===== config.mk =====
export PLATFORM = sky130hd
export DESIGN_NAME = eggs_hatch_top
export DESIGN_NICKNAME = d
export VERILOG_FILES = /design/src/hw/hatch_pkg.sv /design/src/hw/btn_debounce.sv /design/src/hw/tick_timer.sv /design/src/hw/hatch_fsm.sv /design/src/hw/seg_display.sv /design/src/hw/matrix_display.sv /design/src/hw/eggs_hatch_top.sv
export SDC_FILE = /design/constraint.sdc
export NUM_CORES = 1
export LEC_CHECK = 0
export ABC_AREA = 1
export BUFFER_PORTS_ARGS = -buffer_cell sky130_fd_sc_hd__buf_4
export CELL_PAD_IN_SITES_DETAIL_PLACEMENT = 1
export CELL_PAD_IN_SITES_GLOBAL_PLACEMENT = 1
export CORE_ASPECT_RATIO = 0.7
export CORE_UTILIZATION = 35
export CTS_CLUSTER_SIZE = 24
export DETAILED_ROUTE_END_ITERATION = 8
export PLACE_DENSITY_LB_ADDON = 0.05
export SYNTH_ARGS = -nofsm -noshare
export SYNTH_HDL_FRONTEND = slang
export SYNTH_HIERARCHICAL = 1
export SYNTH_SLANG_ARGS = --single-unit

===== constraint.sdc =====
create_clock -name clk -period 3.4 [get_ports clk]
set_clock_uncertainty 0.2 [all_clocks]
set_input_delay 0 -clock clk [delete_from_list [all_inputs] [get_ports clk]]
set_output_delay 0 -clock clk [all_outputs]
set_load 0.01 [all_outputs]

===== src/hw/hatch_pkg.sv =====
// shared types and constants for the egg game; board dividers assume a 50 MHz clk
`default_nettype none

package hatch_pkg;

    // game states, 3 bits
    typedef enum logic [2:0]
    {
        ST_OFF,
        ST_READY,
        ST_HATCH,
        ST_GROW,
        ST_DONE,
        ST_FAIL
    } hatch_state_t;

    // egg stage 0..16
    typedef logic [4:0] stage_t;
    // elapsed seconds, saturating
    typedef logic [6:0] secs_t;
    // consecutive cold seconds 0..5
    typedef logic [2:0] cold_t;

    // fsm to timer
    typedef struct packed
    {
        logic run;
        logic cold;
        logic clear;
    } hatch_ctrl_t;

    // timer back to fsm and displays
    typedef struct packed
    {
        secs_t  elapsed;
        cold_t  cold;
        stage_t stage;
    } hatch_count_t;

    // thresholds
    localparam stage_t GROW_STAGE = 5'd10;
    localparam stage_t DONE_STAGE = 5'd16;
    localparam cold_t  COLD_LIMIT = 3'd5;
    localparam secs_t  SECS_MAX   = 7'd99;

    // board divider defaults
    localparam int TICK_DIV_BOARD = 50_000_000;
    localparam int SCAN_DIV_BOARD = 50_000;
    localparam int DEBOUNCE_BOARD = 500_000;

    // active low, {a,b,c,d,e,f,g,dp} from msb down
    localparam logic [0:9][7:0] SEG_FONT =
    {
        8'h03, 8'h9F, 8'h25, 8'h0D, 8'h99,
        8'h49, 8'h41, 8'h1F, 8'h01, 8'h09
    };
    localparam logic [7:0] SEG_BLANK = 8'hFF;

endpackage

`default_nettype wire


===== src/hw/btn_debounce.sv =====
// btn is asynchronous and active high; release is taken at once, only the press is filtered
`default_nettype none
`timescale 1ns/1ps

module btn_debounce
    import hatch_pkg::*;
#(
    parameter int DEBOUNCE_CYCLES = DEBOUNCE_BOARD
)
(
    input  wire  clk,
    input  wire  sw7,
    input  wire  btn,
    output logic press
);

    localparam int CW = $clog2(DEBOUNCE_CYCLES + 1);

    logic          btn_meta;
    logic          btn_s;
    logic [CW-1:0] stable_cnt;
    // set once a press has been reported, cleared on release
    logic          pressed;

    // two flop synchroniser
    always_ff @(posedge clk or negedge sw7)
    begin
        if (!sw7)
        begin
            btn_meta <= 1'b0;
            btn_s    <= 1'b0;
        end
        else
        begin
            btn_meta <= btn;
            btn_s    <= btn_meta;
        end
    end

    always_ff @(posedge clk or negedge sw7)
    begin
        if (!sw7)
        begin
            stable_cnt <= '0;
            pressed    <= 1'b0;
            press      <= 1'b0;
        end
        else if (!btn_s)
        begin
            // any low sample restarts the count
            stable_cnt <= '0;
            pressed    <= 1'b0;
            press      <= 1'b0;
        end
        else if (stable_cnt != CW'(DEBOUNCE_CYCLES))
        begin
            stable_cnt <= stable_cnt + 1'b1;
            press      <= 1'b0;
        end
        else
        begin
            // stable long enough, one pulse per hold
            press   <= !pressed;
            pressed <= 1'b1;
        end
    end

    a_press_single: assert property (@(posedge clk) disable iff (!sw7) press |=> !press)
        else $error("press held high for more than one cycle");

endmodule

`default_nettype wire


===== src/hw/tick_timer.sv =====
// TICK_DIV and SCAN_DIV must be at least 2; counters only move while the fsm allows it
`default_nettype none
`timescale 1ns/1ps

module tick_timer
    import hatch_pkg::*;
#(
    parameter int TICK_DIV = TICK_DIV_BOARD,
    parameter int SCAN_DIV = SCAN_DIV_BOARD
)
(
    input  wire          clk,
    input  wire          sw7,
    input  hatch_ctrl_t  ctrl,
    output hatch_count_t cnt,
    output logic         scan
);

    localparam int TW = $clog2(TICK_DIV + 1);
    localparam int SW = $clog2(SCAN_DIV + 1);

    logic [TW-1:0] tick_cnt;
    logic [SW-1:0] scan_cnt;
    logic          tick;
    // toggles each run tick, stage moves on every second one
    logic          half;
    secs_t         elapsed_q;
    cold_t         cold_q;
    stage_t        stage_q;

    assign tick = (tick_cnt == TW'(TICK_DIV - 1));
    assign scan = (scan_cnt == SW'(SCAN_DIV - 1));

    // dividers, phase restarts on clear
    always_ff @(posedge clk or negedge sw7)
    begin
        if (!sw7)
        begin
            tick_cnt <= '0;
            scan_cnt <= '0;
        end
        else
        begin
            tick_cnt <= (ctrl.clear || tick) ? '0 : tick_cnt + 1'b1;
            scan_cnt <= (ctrl.clear || scan) ? '0 : scan_cnt + 1'b1;
        end
    end

    always_ff @(posedge clk or negedge sw7)
    begin
        if (!sw7)
        begin
            elapsed_q <= '0;
            cold_q    <= '0;
            stage_q   <= '0;
            half      <= 1'b0;
        end
        else if (ctrl.clear)
        begin
            elapsed_q <= '0;
            cold_q    <= '0;
            stage_q   <= '0;
            half      <= 1'b0;
        end
        else
        begin
            if (tick && ctrl.run)
            begin
                if (elapsed_q != SECS_MAX)
                    elapsed_q <= elapsed_q + 1'b1;
                half <= !half;
                if (half && stage_q != DONE_STAGE)
                    stage_q <= stage_q + 1'b1;
            end
            // low cold field zeroes at once; with run low it just holds
            if (!ctrl.cold)
                cold_q <= '0;
            else if (tick && ctrl.run && cold_q != COLD_LIMIT)
                cold_q <= cold_q + 1'b1;
        end
    end

    assign cnt = '{elapsed: elapsed_q, cold: cold_q, stage: stage_q};

    a_stage_max: assert property (@(posedge clk) disable iff (!sw7) stage_q <= DONE_STAGE)
        else $error("stage past DONE_STAGE");
    a_cold_max: assert property (@(posedge clk) disable iff (!sw7) cold_q <= COLD_LIMIT)
        else $error("cold count past COLD_LIMIT");

endmodule

`default_nettype wire


===== src/hw/hatch_fsm.sv =====
// heat (sw0) is synchronised here, so the heater acts two clocks late; press must be one pulse
`default_nettype none
`timescale 1ns/1ps

module hatch_fsm
    import hatch_pkg::*;
(
    input  wire          clk,
    input  wire          sw7,
    input  wire          press,
    input  wire          heat,
    input  hatch_count_t cnt,
    output hatch_ctrl_t  ctrl,
    output hatch_state_t state,
    output logic         led0,
    output logic         led2
);

    hatch_state_t state_nx;
    logic         heat_meta;
    logic         heat_s;

    // switch synchroniser
    always_ff @(posedge clk or negedge sw7)
    begin
        if (!sw7)
        begin
            heat_meta <= 1'b0;
            heat_s    <= 1'b0;
        end
        else
        begin
            heat_meta <= heat;
            heat_s    <= heat_meta;
        end
    end

    always_ff @(posedge clk or negedge sw7)
    begin
        if (!sw7)
            state <= ST_OFF;
        else
            state <= state_nx;
    end

    always_comb
    begin
        state_nx = state;
        case (state)
            // power up, straight to ready
            ST_OFF:
                state_nx = ST_READY;
            ST_READY:
                if (press)
                    state_nx = ST_HATCH;
            // growth wins over a cold count on the same tick
            ST_HATCH:
                if (cnt.stage >= GROW_STAGE)
                    state_nx = ST_GROW;
                else if (cnt.cold >= COLD_LIMIT)
                    state_nx = ST_FAIL;
            ST_GROW:
                if (cnt.stage == DONE_STAGE)
                    state_nx = ST_DONE;
            ST_DONE, ST_FAIL:
                if (press)
                    state_nx = ST_READY;
            default:
                state_nx = ST_OFF;
        endcase
    end

    // counter control
    // cold stays high in fail so the final count is kept for the display
    assign ctrl = '{
        run:   (state == ST_HATCH) || (state == ST_GROW),
        cold:  ((state == ST_HATCH) && !heat_s) || (state == ST_FAIL),
        clear: (state == ST_READY) && press
    };

    // leds follow the state register
    always_ff @(posedge clk or negedge sw7)
    begin
        if (!sw7)
        begin
            led0 <= 1'b0;
            led2 <= 1'b0;
        end
        else
        begin
            led0 <= (state_nx == ST_DONE);
            led2 <= (state_nx == ST_FAIL);
        end
    end

    // clear only on the way from ready into a new round
    a_clear_start: assert property (@(posedge clk) disable iff (!sw7)
        ctrl.clear |-> (state == ST_READY) ##1 (state == ST_HATCH))
        else $error("clear outside the start of a round");

endmodule

`default_nettype wire


===== src/hw/seg_display.sv =====
// digits are scanned only while powered; elapsed above 99 is not expected on the display
`default_nettype none
`timescale 1ns/1ps

module seg_display
    import hatch_pkg::*;
(
    input  wire          clk,
    input  wire          sw7,
    input  wire          scan,
    input  hatch_state_t state,
    input  hatch_count_t cnt,
    output logic [7:0]   seg,
    output logic [7:0]   dig
);

    logic [2:0] dig_idx;
    logic [3:0] tens;
    logic [3:0] units;
    logic       show;

    // next digit on each scan pulse
    always_ff @(posedge clk or negedge sw7)
    begin
        if (!sw7)
            dig_idx <= '0;
        else if (scan)
            dig_idx <= dig_idx + 1'b1;
    end

    // bcd split of elapsed, one clock behind
    always_ff @(posedge clk)
    begin
        tens  <= 4'(cnt.elapsed / 7'd10);
        units <= 4'(cnt.elapsed % 7'd10);
    end

    // counts only visible once a round has started
    assign show = (state != ST_OFF) && (state != ST_READY);

    always_comb
    begin
        dig = 8'hFF;
        seg = SEG_BLANK;
        // off is fully dark, ready still scans but with blank segments
        if (state != ST_OFF)
            dig = ~(8'b1 << dig_idx);
        if (show)
        begin
            case (dig_idx)
                3'd0:
                    seg = SEG_FONT[units];
                3'd1:
                    seg = SEG_FONT[tens];
                // leftmost digit, cold seconds
                3'd7:
                    seg = SEG_FONT[cnt.cold];
                default:
                    seg = SEG_BLANK;
            endcase
        end
    end

endmodule

`default_nettype wire


===== src/hw/matrix_display.sv =====
// one static frame per state; crack pixels follow stage only while hatching
`default_nettype none
`timescale 1ns/1ps

module matrix_display
    import hatch_pkg::*;
(
    input  wire          clk,
    input  wire          sw7,
    input  wire          scan,
    input  hatch_state_t state,
    input  stage_t       stage,
    output logic [7:0]   row,
    output logic [7:0]   colg,
    output logic [7:0]   colr
);

    logic [2:0] row_idx;
    logic [7:0] egg_g;
    // number of cracks, stage/2
    logic [3:0] crack_n;
    logic [7:0] crack_r;

    always_ff @(posedge clk or negedge sw7)
    begin
        if (!sw7)
            row_idx <= '0;
        else if (scan)
            row_idx <= row_idx + 1'b1;
    end

    assign crack_n = stage[4:1];
    assign row     = (state == ST_OFF) ? 8'hFF : ~(8'b1 << row_idx);

    // egg outline and crack pattern for the current row
    always_comb
    begin
        case (row_idx)
            3'd0, 3'd7:
                egg_g = 8'h3C;
            3'd1, 3'd6:
                egg_g = 8'h42;
            default:
                egg_g = 8'h81;
        endcase
        case (row_idx)
            3'd2:
                crack_r = (crack_n >= 4'd1) ? 8'h10 : 8'h00;
            3'd3:
                crack_r = (crack_n >= 4'd2) ? 8'h08 : 8'h00;
            3'd4:
                crack_r = (crack_n >= 4'd3) ? 8'h10 : 8'h00;
            3'd5:
                crack_r = (crack_n >= 4'd4) ? 8'h08 : 8'h00;
            default:
                crack_r = 8'h00;
        endcase
    end

    always_comb
    begin
        colg = 8'h00;
        colr = 8'h00;
        case (state)
            ST_READY:
                colg = egg_g;
            ST_HATCH:
            begin
                colg = egg_g;
                colr = crack_r;
            end
            // head out, bottom shell kept
            ST_GROW:
                colg = (row_idx >= 3'd4) ? egg_g :
                       (row_idx == 3'd0) ? 8'h00 :
                       (row_idx == 3'd1) ? 8'h18 : 8'h3C;
            ST_DONE:
                case (row_idx)
                    3'd0:    colg = 8'h18;
                    3'd1:    colg = 8'h3C;
                    3'd3:    colg = 8'h3C;
                    3'd5:    colg = 8'hFF;
                    3'd7:    colg = 8'h24;
                    default: colg = 8'h7E;
                endcase
            // diagonal cross
            ST_FAIL:
                colr = (8'b1 << row_idx) | (8'h80 >> row_idx);
            default:
            begin
                colg = 8'h00;
                colr = 8'h00;
            end
        endcase
    end

endmodule

`default_nettype wire


===== src/hw/eggs_hatch_top.sv =====
// board top; sw7 is power and active-low reset, divider parameters default to a 50 MHz board
`default_nettype none
`timescale 1ns/1ps

module eggs_hatch_top
    import hatch_pkg::*;
#(
    parameter int TICK_DIV        = TICK_DIV_BOARD,
    parameter int SCAN_DIV        = SCAN_DIV_BOARD,
    parameter int DEBOUNCE_CYCLES = DEBOUNCE_BOARD
)
(
    input  wire        clk,
    input  wire        sw7,
    input  wire        btn0,
    input  wire        sw0,
    output logic       led0,
    output logic       led2,
    output logic [7:0] row,
    output logic [7:0] colg,
    output logic [7:0] colr,
    output logic [7:0] seg,
    output logic [7:0] dig
);

    logic         press;
    logic         scan;
    hatch_ctrl_t  ctrl;
    hatch_count_t cnt;
    hatch_state_t state;

    // start / return button
    btn_debounce #(.DEBOUNCE_CYCLES(DEBOUNCE_CYCLES)) db0
    (
        .clk(clk), .sw7(sw7), .btn(btn0), .press(press)
    );

    // second tick, scan pulse and round counters
    tick_timer #(.TICK_DIV(TICK_DIV), .SCAN_DIV(SCAN_DIV)) tmr0
    (
        .clk(clk), .sw7(sw7), .ctrl(ctrl), .cnt(cnt), .scan(scan)
    );

    // sw0 is the heater
    hatch_fsm fsm0
    (
        .clk(clk), .sw7(sw7), .press(press), .heat(sw0), .cnt(cnt),
        .ctrl(ctrl), .state(state), .led0(led0), .led2(led2)
    );

    seg_display seg0
    (
        .clk(clk), .sw7(sw7), .scan(scan), .state(state), .cnt(cnt),
        .seg(seg), .dig(dig)
    );

    matrix_display mat0
    (
        .clk(clk), .sw7(sw7), .scan(scan), .state(state), .stage(cnt.stage),
        .row(row), .colg(colg), .colr(colr)
    );

endmodule

`default_nettype wire


# --- Yosys cells after proc, flatten, opt, wreduce, memory -nomap -nowiden ---
# Memories as Yosys holds them, arrays and structs flattened.
# Index checks and enable logic that the tools add are counted.
word_totals:
  register_bits: 102
  latch_bits: 0
  ram_bits: 0
  rom_bits: 384
  in_bits: 4
  output_inout_bits: 42
  wordCells: 153
  mem_count: 3
op_classes:
  add_sub_neg: 8
  multipliers: 0
  div: 2
  magnitude_cmp: 10
  eq_ne: 27
  shifts: 3
  mux: 47
  n_bitwise: 6
  reduce_logical: 27
mem_list:
  columns: ["name", "depth", "width", "read_ports", "rd_clocked_by_memory_dff", "write_ports", "line_no", "rtl"]
  rows:
  - ["(no name shown)", 16, 8, 1, 0, 0, "seg_display.sv:52", "seg = SEG_FONT[units];"]
  - ["(no name shown)", 16, 8, 1, 0, 0, "seg_display.sv:54", "seg = SEG_FONT[tens];"]
  - ["(no name shown)", 16, 8, 1, 0, 0, "seg_display.sv:57", "seg = SEG_FONT[cnt.cold];"]
ops:
  columns: ["op", "n"]
  rows:
  - ["$mux W8", 11]
  - ["$pmux W8 S4", 2]
  - ["$pmux W8 S3", 2]
  - ["$mux W19", 2]
  - ["$pmux W8 S2", 2]
  - ["$eq A3 B3 Y1 const B", 9]
  - ["$add A26 B1 Y26 const B", 1]
  - ["$eq A26 B26 Y1 const B", 1]
  - ["$mux W26", 1]
  - ["$mux W5", 5]
  - ["$mux W3", 8]
  - ["$mux W7", 3]
  - ["$add A19 B1 Y19 const B", 1]
  - ["$ne A19 B19 Y1 const B", 1]
  - ["$add A16 B1 Y16 const B", 1]
  - ["$eq A16 B16 Y1 const B", 1]
  - ["$mux W16", 1]
  - ["$not A8 Y8", 2]
  - ["$shl A1 B3 Y8 const A", 2]
  - ["$pmux W3 S5", 1]
  - ["$eq A3 B2 Y1 const B", 4]
  - ["$ge A5 B5 Y1 const B", 2]
  - ["$not A4 Y5", 2]
  - ["$reduce_or A2 Y1", 5]
  - ["other kinds (31)", 60]

# --- Depth between registers and ports, before layout ---
# Gate-level depths: netlist of run 1.
depth:
  ltp_word: 7
  mapped_depth: 19
  mapped_depth_nobuf: 19

# --- By module ---
# The synthesis of run 1 kept the hierarchy.
modules_own_cells:
  columns: ["mod", "n_inst", "cells_each", "area_per_inst_um2", "seq_area_each_um2"]
  rows:
  - ["tick_timer", 1, 486, 3485.8, 1451.4]
  - ["btn_debounce", 1, 172, 1326.3, 575.6]
  - ["seg_display", 1, 178, 1252.5, 235.2]
  - ["matrix_display", 1, 110, 603.1, 75.1]
  - ["hatch_fsm", 1, 48, 379.1, 175.2]

# --- Worst setup path before layout of run 1 ---
# Ideal clock, no wire load.
synth_path:
  kind: "reg2reg"
  startpoint: "register tmr0.elapsed_q[4]"
  endpoint: "register seg0.units[1]"
  setup_time_ns: 0.113
  t_arrival_ns: 1.788
  t_required_ns: 3.087
  setup_slack_ns: 1.299
  stages_incl_launch_ff: 19
  n_path_buf: 0
  synth_period_minus_slack_ns: 2.101
  path_cell_list: "dfrtp_1 inv_2 a21oi_2 nand2_4 nand2_4 nand2_2 nand2_2 inv_4 nand2_2 nand2_2 nand2_1 nand2_1 inv_1 ha_1 inv_1 nand3_2 nand3_2 nand2_1 nand2_1"
synth_via:
  elab_chain_len: 1
synth_rtl:
  columns: ["element", "line_no", "rtl"]
  rows:
  - ["from (decl)", "tick_timer.sv:27", "secs_t elapsed_q;"]
  - ["from (signal assigned)", "tick_timer.sv:70", "elapsed_q <= elapsed_q + 1'b1;"]
  - ["$mod A7 B4 Y7", "seg_display.sv:35", "units <= 4'(cnt.elapsed % 7'd10);"]
  - ["to (signal assigned)", "seg_display.sv:35", null]
  - ["to (decl)", "seg_display.sv:19", "logic [3:0] units;"]
# No other way between the ends.
# A chain may end at the register's enable or synchronous reset.

# --- Worst setup path after layout of run 1 ---
layout_path:
  startpoint: "register tmr0.elapsed_q[6]"
  endpoint: "register seg0.units[1]"
# Same word-level chain as after synthesis.

==> results of run 1 <==
## cell families after synthesis
| group | share of synthesized area (%) |
|---|---|
| XOR/XNOR | 2.61 |
| buffers and inverters | 9.06 |
| adder cells (fa/ha/maj) | 6.57 |
| AND/OR/NAND/NOR | 40.4 |
| flip-flops | 35.7 |
| AO/OA/AOI/OAI | 5.61 |
| other | 0.0532 |
## report_power, final
| group | internal (mW) | total [mW] | switching [mW] |
|---|---|---|---|
| Sequential | 1.22 | 1.22 | 0.00624 |
| Clock | 0.592 | 1.12 | 0.526 |
| Combinational | 0.0119 | 0.0470 | 0.0351 |
## state kept, by name, indices dropped and copies added, names as in the netlist, 4 cells and up
| register | flops |
|---|---|
| db0/stable_cnt | 19 |
| seg0/tens | 4 |
| seg0/units | 4 |
| tmr0/elapsed_q | 7 |
| tmr0/scan_cnt | 16 |
| tmr0/stage_q | 5 |
| tmr0/tick_cnt | 26 |
## cell usage after synthesis (2+ instances only)
cell type / instances / area [um2]
buf_4: 11 / 82.6
nand3_2: 10 / 100
nor2_2: 10 / 62.6
or2_2: 5 / 31.3
a21oi_2: 3 / 26.3
o21ai_2: 2 / 17.5
inv_2: 12 / 45.0
ha_1: 37 / 463
a31oi_1: 2 / 12.5
nand3_1: 87 / 435
nand2_2: 19 / 119
nand2_4: 6 / 67.6
xor2_1: 15 / 131
dfxtp_1: 8 / 160
a21oi_1: 23 / 115
nor2_4: 13 / 146
dfrtp_1: 94 / 2350
clkbuf_1: 3 / 11.3
nand2_1: 242 / 908
o211ai_1: 6 / 45.0
o21bai_1: 2 / 15.0
o21ai_1: 5 / 25.0
buf_2: 2 / 10.0
nand4_1: 17 / 106
xnor2_1: 6 / 52.6
o21ai_0: 17 / 85.1
and2_1: 2 / 12.5
inv_1: 125 / 469
clkinv_2: 2 / 10.0
nor3b_1: 5 / 37.5
nand4_2: 3 / 37.5
nor2_1: 164 / 616
nor3_1: 21 / 105
## metrics by stage
stage / utilization (%) / setup WS [ps]
after global placement: 38.7 / 1080
after global routing: 40.4 / 807
final: 40.4 / 1040
after detailed placement: 38.7 / 1000
after floorplan: - / 1300
after CTS: 40.4 / 982
## layout make-up
| cell class | instances | area, um2 |
|---|---|---|
| multi-input cells | 735 | 3900 |
| fillers | 2500 | 11800 |
| repair buffers | 49 | 388 |
| flip-flops and latches | 102 | 2510 |
| clock inverters | 7 | 87.6 |
| clock buffers | 9 | 225 |
| inverters | 140 | 531 |
| well taps | 270 | 338 |
## what timing repair did
| item | in CTS | in global routing |
|---|---|---|
| buffers inserted | 0 | 0 |
| hold endpoints to repair | 67 | 0 |
| hold buffers | 3 | 0 |
## routing by layer
metal  GRT usage [%]  vias to the layer above  wire [um]
li1                -                     3202          -
met1            29.6                     2917      10500
met2            26.6                       47       7250
met3            3.73                       10        472
met4            3.79                        0        155
met5               0                        -          0
## worst max-delay path, cell delays in order, from the launching register on
cell,delay [ps]
dfrtp_1,510
inv_2,70
nand2_2,100
nand3_2,110
nand2_4,90
nand2_4,70
nand2_2,80
nand3_2,90
nand2_2,80
nand2_2,60
nand2_1,90
nand2_1,70
inv_1,60
ha_1,160
inv_1,60
nand3_2,110
nand3_2,100
nand2_1,80
nand2_1,50
## worst paths after layout
path	endpoint	slack [ps]
worst max-delay path	seg0/units[1]	1040
worst min-delay path	tmr0/scan_cnt[13]	6
worst max register to register	seg0/units[1]	1040
worst min register to register	db0/btn_s	160
max in group asynchronous	tmr0/elapsed_q[6]	2300
min in group clk	db0/btn_meta	90
==> results.toml, run 1 <==
[run_status]
status = "finished clean"

[global_route]
first_global_vias = 6097
grt_max_degree = 49
grt_overflow = 0
antenna_found_initial = 0
grt_usage_pct = 19.0
grt_pass1_wl_um = 31000

[timing]
max_freq_mhz = 423
hold-worst-slack_ps = 6.34
final_hold_viol_count = 0
slew_headroom_pct = 49.8
setup_viol = 0
rsz0062_at_grt = "false"
period_minus_slack_ps = 2360
fin_tns_setup_ps = 0
maxSlewViolCount = 0
fin_crit_sh_pct = 69.5
worstMarginPinSlew_ps = 750

[routing]
routed_via_density = 4.71
wl_per_cell_um = 14.0
via_count = 6176
drcViolationCount = 0
ant_nets = 0
routed_wl_um = 18300
drt-initial-drc-count = 303
drtPass1Iterations = 4

[cts]
clk_pin_slew_worst_paths_ps = 70
postCtsResizedCells = 0
cts_root_buf = "clkbuf_16"
clock_path_buffers = 2
cts.sinks = 102
cts_max_level = 3
clock_latency_ps = 370
cts_tree = "done"
numCtsBuffers = 9

[finish]
area_growth_pct = 13.2
drive_above_1_share_pct = 14.6
diodes = 0
nNetsFinal = 1078
stdcell_area_um2 = 7980
layout_commonest_cell = "nand2_1"
layout_common_cells = "nand2_1 (242), nor2_1 (164), inv_1 (125), dfrtp_1 (94), nand3_1 (87)"
final_cells = 1312

[setup_path]
r2r-start = "tmr0/elapsed_q[6]"
criticalPathCategory = "flip-flop to flip-flop"
end_kind = "flip-flop"
crit_fanout = 7
reg2regPathDepth = 18
required_ps = 3460
start_kind = "flip-flop"
crit_arrival_ps = 2420
startpoint = "tmr0/elapsed_q[6]"

[pwr]
p_leak_nw = 3.83
power_mw = 2.39
peakVddDrop_v = 0.000230
p_per_area_nw_per_um2 = 299

[placed_design]
dpl.hpwl_um = 14200
dp_cells = 1293
postPlaceCellArea_um2 = 7630
portBuffers = 44
gp_congestion = 0.795

[floorplan]
row_count = 43
die_area_um2 = 20700
initial_core_util_pct = 35.7
die_height_um = 121
die_w_um = 172
core_area_um2 = 19700
ios = 46

[synth]
ys_warn_count = 6
netlist_area_um2 = 7050
avgSynthCellArea_um2 = 7.09
synth-edff-count = 0
async_flop_share_pct = 92.2
ys_seq_area_share_pct = 35.7
synth_flop_cell = "dfrtp_1"
synth.distinct_cells = 48
ys_seq_elements = 102
syn-num-nets = 1035
syn_inst = 994

[flow_run]
maxCapViolCount = 0

[worst_hold_path]
hold_class = "primary input to asynchronous set/reset pin"
Note: power is estimated with default switching activity, not from simulation.
==> run 2: changes to the inputs <==
==> constraint.sdc (replaced) <==
create_clock -name clk -period 2.3 [get_ports clk]
set_clock_uncertainty 0.2 [all_clocks]
set_input_delay 0 -clock clk [delete_from_list [all_inputs] [get_ports clk]]
set_output_delay 0 -clock clk [all_outputs]
set_load 0.01 [all_outputs]
==> results.toml, run 2 (synthesized netlist as in run 1, its figures left out) <==
[floorplan]
initial_core_util_pct = 35.7
ios = 46
core_area_um2 = 19700
die_area_um2 = 20700
die_height_um = 121
die_w_um = 172
row_count = 43

[routing]
drtPass1Iterations = 4
wl_per_cell_um = 14.5
via_count = 6344
drcViolationCount = 0
drt-initial-drc-count = 270
routed_via_density = 4.72
ant_nets = 0
routed_wl_um = 19500

[global_route]
grt_usage_pct = 19.8
grt_overflow = 0
antenna_found_initial = 0
first_global_vias = 6319
grt_max_degree = 42
grt_pass1_wl_um = 32300

[setup_path]
criticalPathCategory = "flip-flop to flip-flop"
startpoint = "tmr0/elapsed_q[6]"
cp-endpoint = "seg0/tens[0]"
critPathTopFamily = "simple AND/OR/NAND/NOR gates"
required_ps = 2370
crit_fanout = 7
start_kind = "flip-flop"
reg2regPathDepth = 15
crit_buf_inv = 4
worstPathCellList = "inv_2 -> nand2_4 -> nand3_4 -> nand2_4 -> nand2_8 -> o21ai_4 -> nand2_2 -> nand2_2 -> nand2_2 -> inv_2 -> ha_4 -> inv_2 -> nand3_4 -> nand3_4 -> buf_4"
reg2reg_slack_ps = -50
path_depth = 15
crit_slowest_cell = "dfrtp_2"
end_kind = "flip-flop"
crit_arrival_ps = 2420
worstReg2RegEnd = "seg0/tens[0]"
r2r-start = "tmr0/elapsed_q[6]"
cpPeakStageDelay_ps = 490

[timing]
rsz0062_at_grt = "true"
fin_tns_setup_ps = -174
setup_slack_ps = -54.9
final_hold_viol_count = 0
worstMarginPinSlew_ps = 529
slew_headroom_pct = 64.8
period_minus_slack_ps = 2350
maxSlewViolCount = 0
setup_viol = 4
max_freq_mhz = 425
fin_crit_sh_pct = 102

[finish]
seq_area_um2 = 2520
largest_registers = "tmr0/tick_cnt (26), db0/stable_cnt (19), tmr0/scan_cnt (16)"
diodes = 0
final_cells = 1344
multi_input_area_um2 = 4050
nNetsFinal = 1110
largest-register = "tmr0/tick_cnt"
num-fill-cells = 2479
layout_commonest_cell = "nand2_1"
largest_reg_flops = 26
area_growth_pct = 19.2
drive_above_1_share_pct = 18.9
stdcell_area_um2 = 8400
layout_common_cells = "nand2_1 (236), nor2_1 (163), inv_1 (122), dfrtp_1 (90), nand3_1 (83)"

[placed_design]
dp_cells = 1304
postPlaceCellArea_um2 = 7720
dpl.hpwl_um = 14300
portBuffers = 44
gp_congestion = 0.820

[cts]
cts_max_level = 3
cts_root_buf = "clkbuf_16"
clk_pin_slew_worst_paths_ps = 70
clock_latency_ps = 360
clock_path_buffers = 2
cts_tree = "done"
numCtsBuffers = 9
cts.sinks = 102

[pwr]
peakVddDrop_v = 0.000360
p_leak_nw = 4.04
p_per_area_nw_per_um2 = 431

[worst_hold_path]
hold_class = "primary input to flip-flop"

[run_status]
violations = "setup timing"
status = "finished with violations"

[flow_run]
maxCapViolCount = 0
## run 2: cell count changes in the layout (fill, tap and decap cells not counted), moves of 4 or more
cell | previous run | this run
dfrtp_1 | 94 | 90
nand3_1 | 87 | 83
nand3_4 | 0 | 6
buf_4 | 45 | 75
nand2_1 | 242 | 236
dfrtp_2 | 0 | 4
nand2_4 | 6 | 10
## run 2: area by class of cell
| cell class | instances | area share (%) |
|---|---|---|
| multi-input combinational | 735 | 48.2 |
| clock inverter | 6 | 1.09 |
| tap | 270 | 4.02 |
| timing repair buffer | 81 | 7.54 |
| sequential | 102 | 30.0 |
| clock buffer | 10 | 2.84 |
| inverter | 140 | 6.34 |
## run 2: power by group
| group | switching (mW) | internal (mW) | leakage (nW) |
|---|---|---|---|
| combinational | 0.0531 | 0.0209 | 2.55 |
| sequential | 0.00866 | 1.80 | 1.33 |
| clock | 0.750 | 0.993 | 0.163 |
## run 2: worst min-delay path by stage
| stage | start | endpoint | slack [ps] | cells past startpoint |
|---|---|---|---|---|
| floorplan | sw7 | db0/btn_meta | -500 | 0 |
| global placement | sw7 | tmr0/scan_cnt[13] | -150 | 1 |
| detailed placement | sw7 | tmr0/scan_cnt[12] | -150 | 1 |
| CTS | btn0 | db0/btn_meta | 60 | 2 |
| global route | sw0 | fsm0/heat_meta | 90 | 2 |
| finish | sw0 | fsm0/heat_meta | 90 | 2 |
## run 2: timing repair
action                                 4_1_cts  5_1_grt
setup endpoints to repair                    4       16
resized for setup                           12       26
pin swaps                                    6       12
hold buffers                                 5        0
setup buffers                                6       13
endpoints found under the hold margin       96        0
## run 2: stage by stage
stage	worst slack, ps	total power [mW]	utilization (%)	hold slack [ps]
3_5_place_dp	-129	1.91	39.1	-146
3_3_place_gp	36.1	1.91	39.1	-153
5_1_grt	-141	3.75	42.6	87.6
4_1_cts	3.43	3.68	41.5	61.5
6_report	-54.9	3.62	42.6	91.9
2_1_floorplan	199	1.86	-	-496
## run 2: layer usage
metal	up-vias	GRT usage (%)	routed length, um
met5	-	0	0
met4	0	4.35	143
met3	9	3.47	569
met2	71	29.7	8280
met1	2990	29.3	10500
li1	3274	-	-
==> run 3: changes to the inputs <==
--- a/config.mk
+++ b/config.mk
@@ -5,14 +5,13 @@
 export SDC_FILE = /design/constraint.sdc
 export NUM_CORES = 1
 export LEC_CHECK = 0
-export ABC_AREA = 1
 export BUFFER_PORTS_ARGS = -buffer_cell sky130_fd_sc_hd__buf_4
 export CELL_PAD_IN_SITES_DETAIL_PLACEMENT = 1
 export CELL_PAD_IN_SITES_GLOBAL_PLACEMENT = 1
 export CORE_ASPECT_RATIO = 0.7
 export CORE_UTILIZATION = 35
-export CTS_CLUSTER_SIZE = 24
 export DETAILED_ROUTE_END_ITERATION = 8
+export GPL_ROUTABILITY_DRIVEN = 0
 export PLACE_DENSITY_LB_ADDON = 0.05
 export SYNTH_ARGS = -nofsm -noshare
 export SYNTH_HDL_FRONTEND = slang
==> results.toml, run 3 <==
[floorplan]
die_area_um2 = 19300
ios = 46
die_height_um = 117
core_area_um2 = 18200
die_w_um = 166
row_count = 41
initial_core_util_pct = 36.0

[run_status]
violations = "DRC, setup timing"
status = "finished with violations"

[pwr]
p_per_area_nw_per_um2 = 422
peakVddDrop_v = 0.000321
p_leak_nw = 3.53

[synth]
yosysMostFrequentCell = "dfrtp_1"
synth-xor-area-share_pct = 7.87
synth_compound_area_share_pct = 10.9
synth_commonest_cells = "dfrtp_1 (94), nor2_1 (89), nand2_1 (62), nand3_1 (47), ha_1 (37)"
synth.distinct_cells = 80
synthSimpleGateAreaFrac_pct = 28.5
ys_seq_elements = 102
synth.area.mux_share_pct = 2.06
yosys.area.top_type_share_pct = 35.8
synth_top_family_by_area = "simple AND/OR/NAND/NOR gates"
synth-edff-count = 0
synthAdderAreaFrac_pct = 7.20
ys_warn_count = 6
avgSynthCellArea_um2 = 8.94
synth_top_area_cell = "dfrtp_1"
syn-num-nets = 775
async_flop_share_pct = 92.2
syn_inst = 734
synth_top_cells_by_area = "dfrtp_1 (36%), ha_1 (7.1%), nor2_1 (5.1%)"
synth_flop_cell = "dfrtp_1"
netlist_area_um2 = 6570
ys_seq_area_share_pct = 38.3

[setup_path]
crit_slowest_cell = "dfrtp_2"
required_ps = 2390
crit_arrival_ps = 2750
cpPeakStageDelay_ps = 420
crit_buf_inv = 1
critPathTopFamily = "compound AO/OA/AOI/OAI gates"
worstPathCellList = "and2_4 -> o311ai_4 -> o22a_2 -> inv_2 -> xnor2_2 -> ha_2 -> nand2b_4 -> nor2_2 -> a221o_1 -> nor2_4 -> o211ai_2 -> a21oi_2"
crit_fanout = 4
start_kind = "flip-flop"
end_kind = "flip-flop"
criticalPathCategory = "flip-flop to flip-flop"

[timing]
period_minus_slack_ps = 2670
setup_slack_ps = -367
fin_tns_setup_ps = -1320
max_freq_mhz = 375
rsz0062_at_grt = "true"
worstMarginPinSlew_ps = 551
setup_viol = 4
fin_crit_sh_pct = 116
maxSlewViolCount = 0
final_hold_viol_count = 0
slew_headroom_pct = 63.2

[finish]
drive_above_1_share_pct = 24.2
largest-register = "tmr0/tick_cnt"
largest_registers = "tmr0/tick_cnt (26), db0/stable_cnt (19), tmr0/scan_cnt (16)"
stdcell_area_um2 = 8160
largest_reg_flops = 26
area_growth_pct = 24.2
diodes = 0
nNetsFinal = 869
layout_commonest_cell = "buf_4"
layout_common_cells = "buf_4 (103), dfrtp_1 (88), nor2_1 (84), nand2_1 (60), nand3_1 (47)"

[cts]
clock_path_buffers = 2
clock_latency_ps = 350
cts_max_level = 3
cts_root_buf = "clkbuf_16"
clk_pin_slew_worst_paths_ps = 70
cts_tree = "done"
numCtsBuffers = 9
cts.sinks = 102

[routing]
drcViolationCount = 14
routed_wl_um = 17200
routed_via_density = 5.27
drtPass1Iterations = 6
ant_nets = 0
drt-initial-drc-count = 307
via_count = 5631
wl_per_cell_um = 16.1

[placed_design]
portBuffers = 44
postPlaceCellArea_um2 = 7450
dpl.hpwl_um = 12600

[flow_run]
maxCapViolCount = 0

[global_route]
grt_overflow = 0
antenna_found_initial = 0
grt_max_degree = 37
first_global_vias = 5750
grt_usage_pct = 18.7
grt_pass1_wl_um = 29200

[worst_hold_path]
hold_class = "primary input to flip-flop"
==> run 3: cell types whose count changed in the layout (fill, tap and decap cells not counted), sizes merged, moves of 11 or more <==
| cell | change |
|---|---|
| nand2 | -205 |
| inv | -102 |
| nor2 | -99 |
| nand3 | -50 |
| buf | +35 |
| xnor2 | +21 |
| xor2 | +17 |
| nor2b | +13 |
| nand2b | +12 |
| and3 | +11 |
| nor4 | +11 |
==> run 3: cell type report <==
type	instances	area [um2]
clock inverter	4	55.1
timing repair buffer	116	931
inverter	37	139
sequential	102	2520
multi-input combinational	562	3970
clock buffer	12	246
tap	236	295
fill	2115	10100
==> run 3: routing by layer <==
metal	global-route usage, %	wire length [um]	vias to the layer above	part of all wire (%)
li1	-	-	2764	-
met1	26.0	8930	2808	52
met2	30.4	7820	49	45
met3	3.32	380	10	2.2
met4	4.36	116	0	0.67
met5	0	0	-	0
==> run 3: path summary, 6_finish.rpt <==
check | from | to | slack [ps] | cells past startpoint
max in group asynchronous | sw7 | tmr0/scan_cnt[3] | 290 | 4
min in group asynchronous | sw7 | tmr0/tick_cnt[11] | 490 | 3
min | btn0 | db0/btn_meta | 90 | 2
min reg2reg | fsm0/heat_meta | fsm0/heat_s | 150 | 0
max | tmr0/elapsed_q[2] | seg0/units[1] | -370 | 12
max reg2reg | tmr0/elapsed_q[2] | seg0/units[1] | -370 | 12
==> run 3: cells by family after synthesis <==
logic type	after synthesis
other	1
xor gates and xnor gates	59
adders and majority gates	38
buffers and inverters	70
muxes	13
AOI/OAI and AO/OA	109
and+or+nand+nor	342
DFF	102
==> run 3: what timing repair did <==
item,CTS,global route
buffers inserted,8,6
pin swaps,11,12
gates resized for setup,24,35
hold endpoints to repair,96,0
endpoints found under the setup margin,6,18
hold buffers,5,0
==> run 3: per-stage QoR <==
step	setup WS (ps)	util, %	hold WS (ps)	power [mW]	instances
floorplan	-270	-	-496	1.86	734
global placement	-265	40.9	-161	1.90	1034
detailed placement	-549	40.9	-155	1.91	1034
CTS	-423	43.7	74.0	3.51	1063
global route	-490	44.8	90.5	3.57	1069
finish	-367	44.8	92.3	3.44	1069
==> run 3: power by group <==
part	switching [mW]	internal, mW	total [mW]
Sequential	0.00938	1.80	1.81
Clock	0.683	0.881	1.56
Combinational	0.0482	0.0202	0.0684
Total	0.740	2.70	3.44
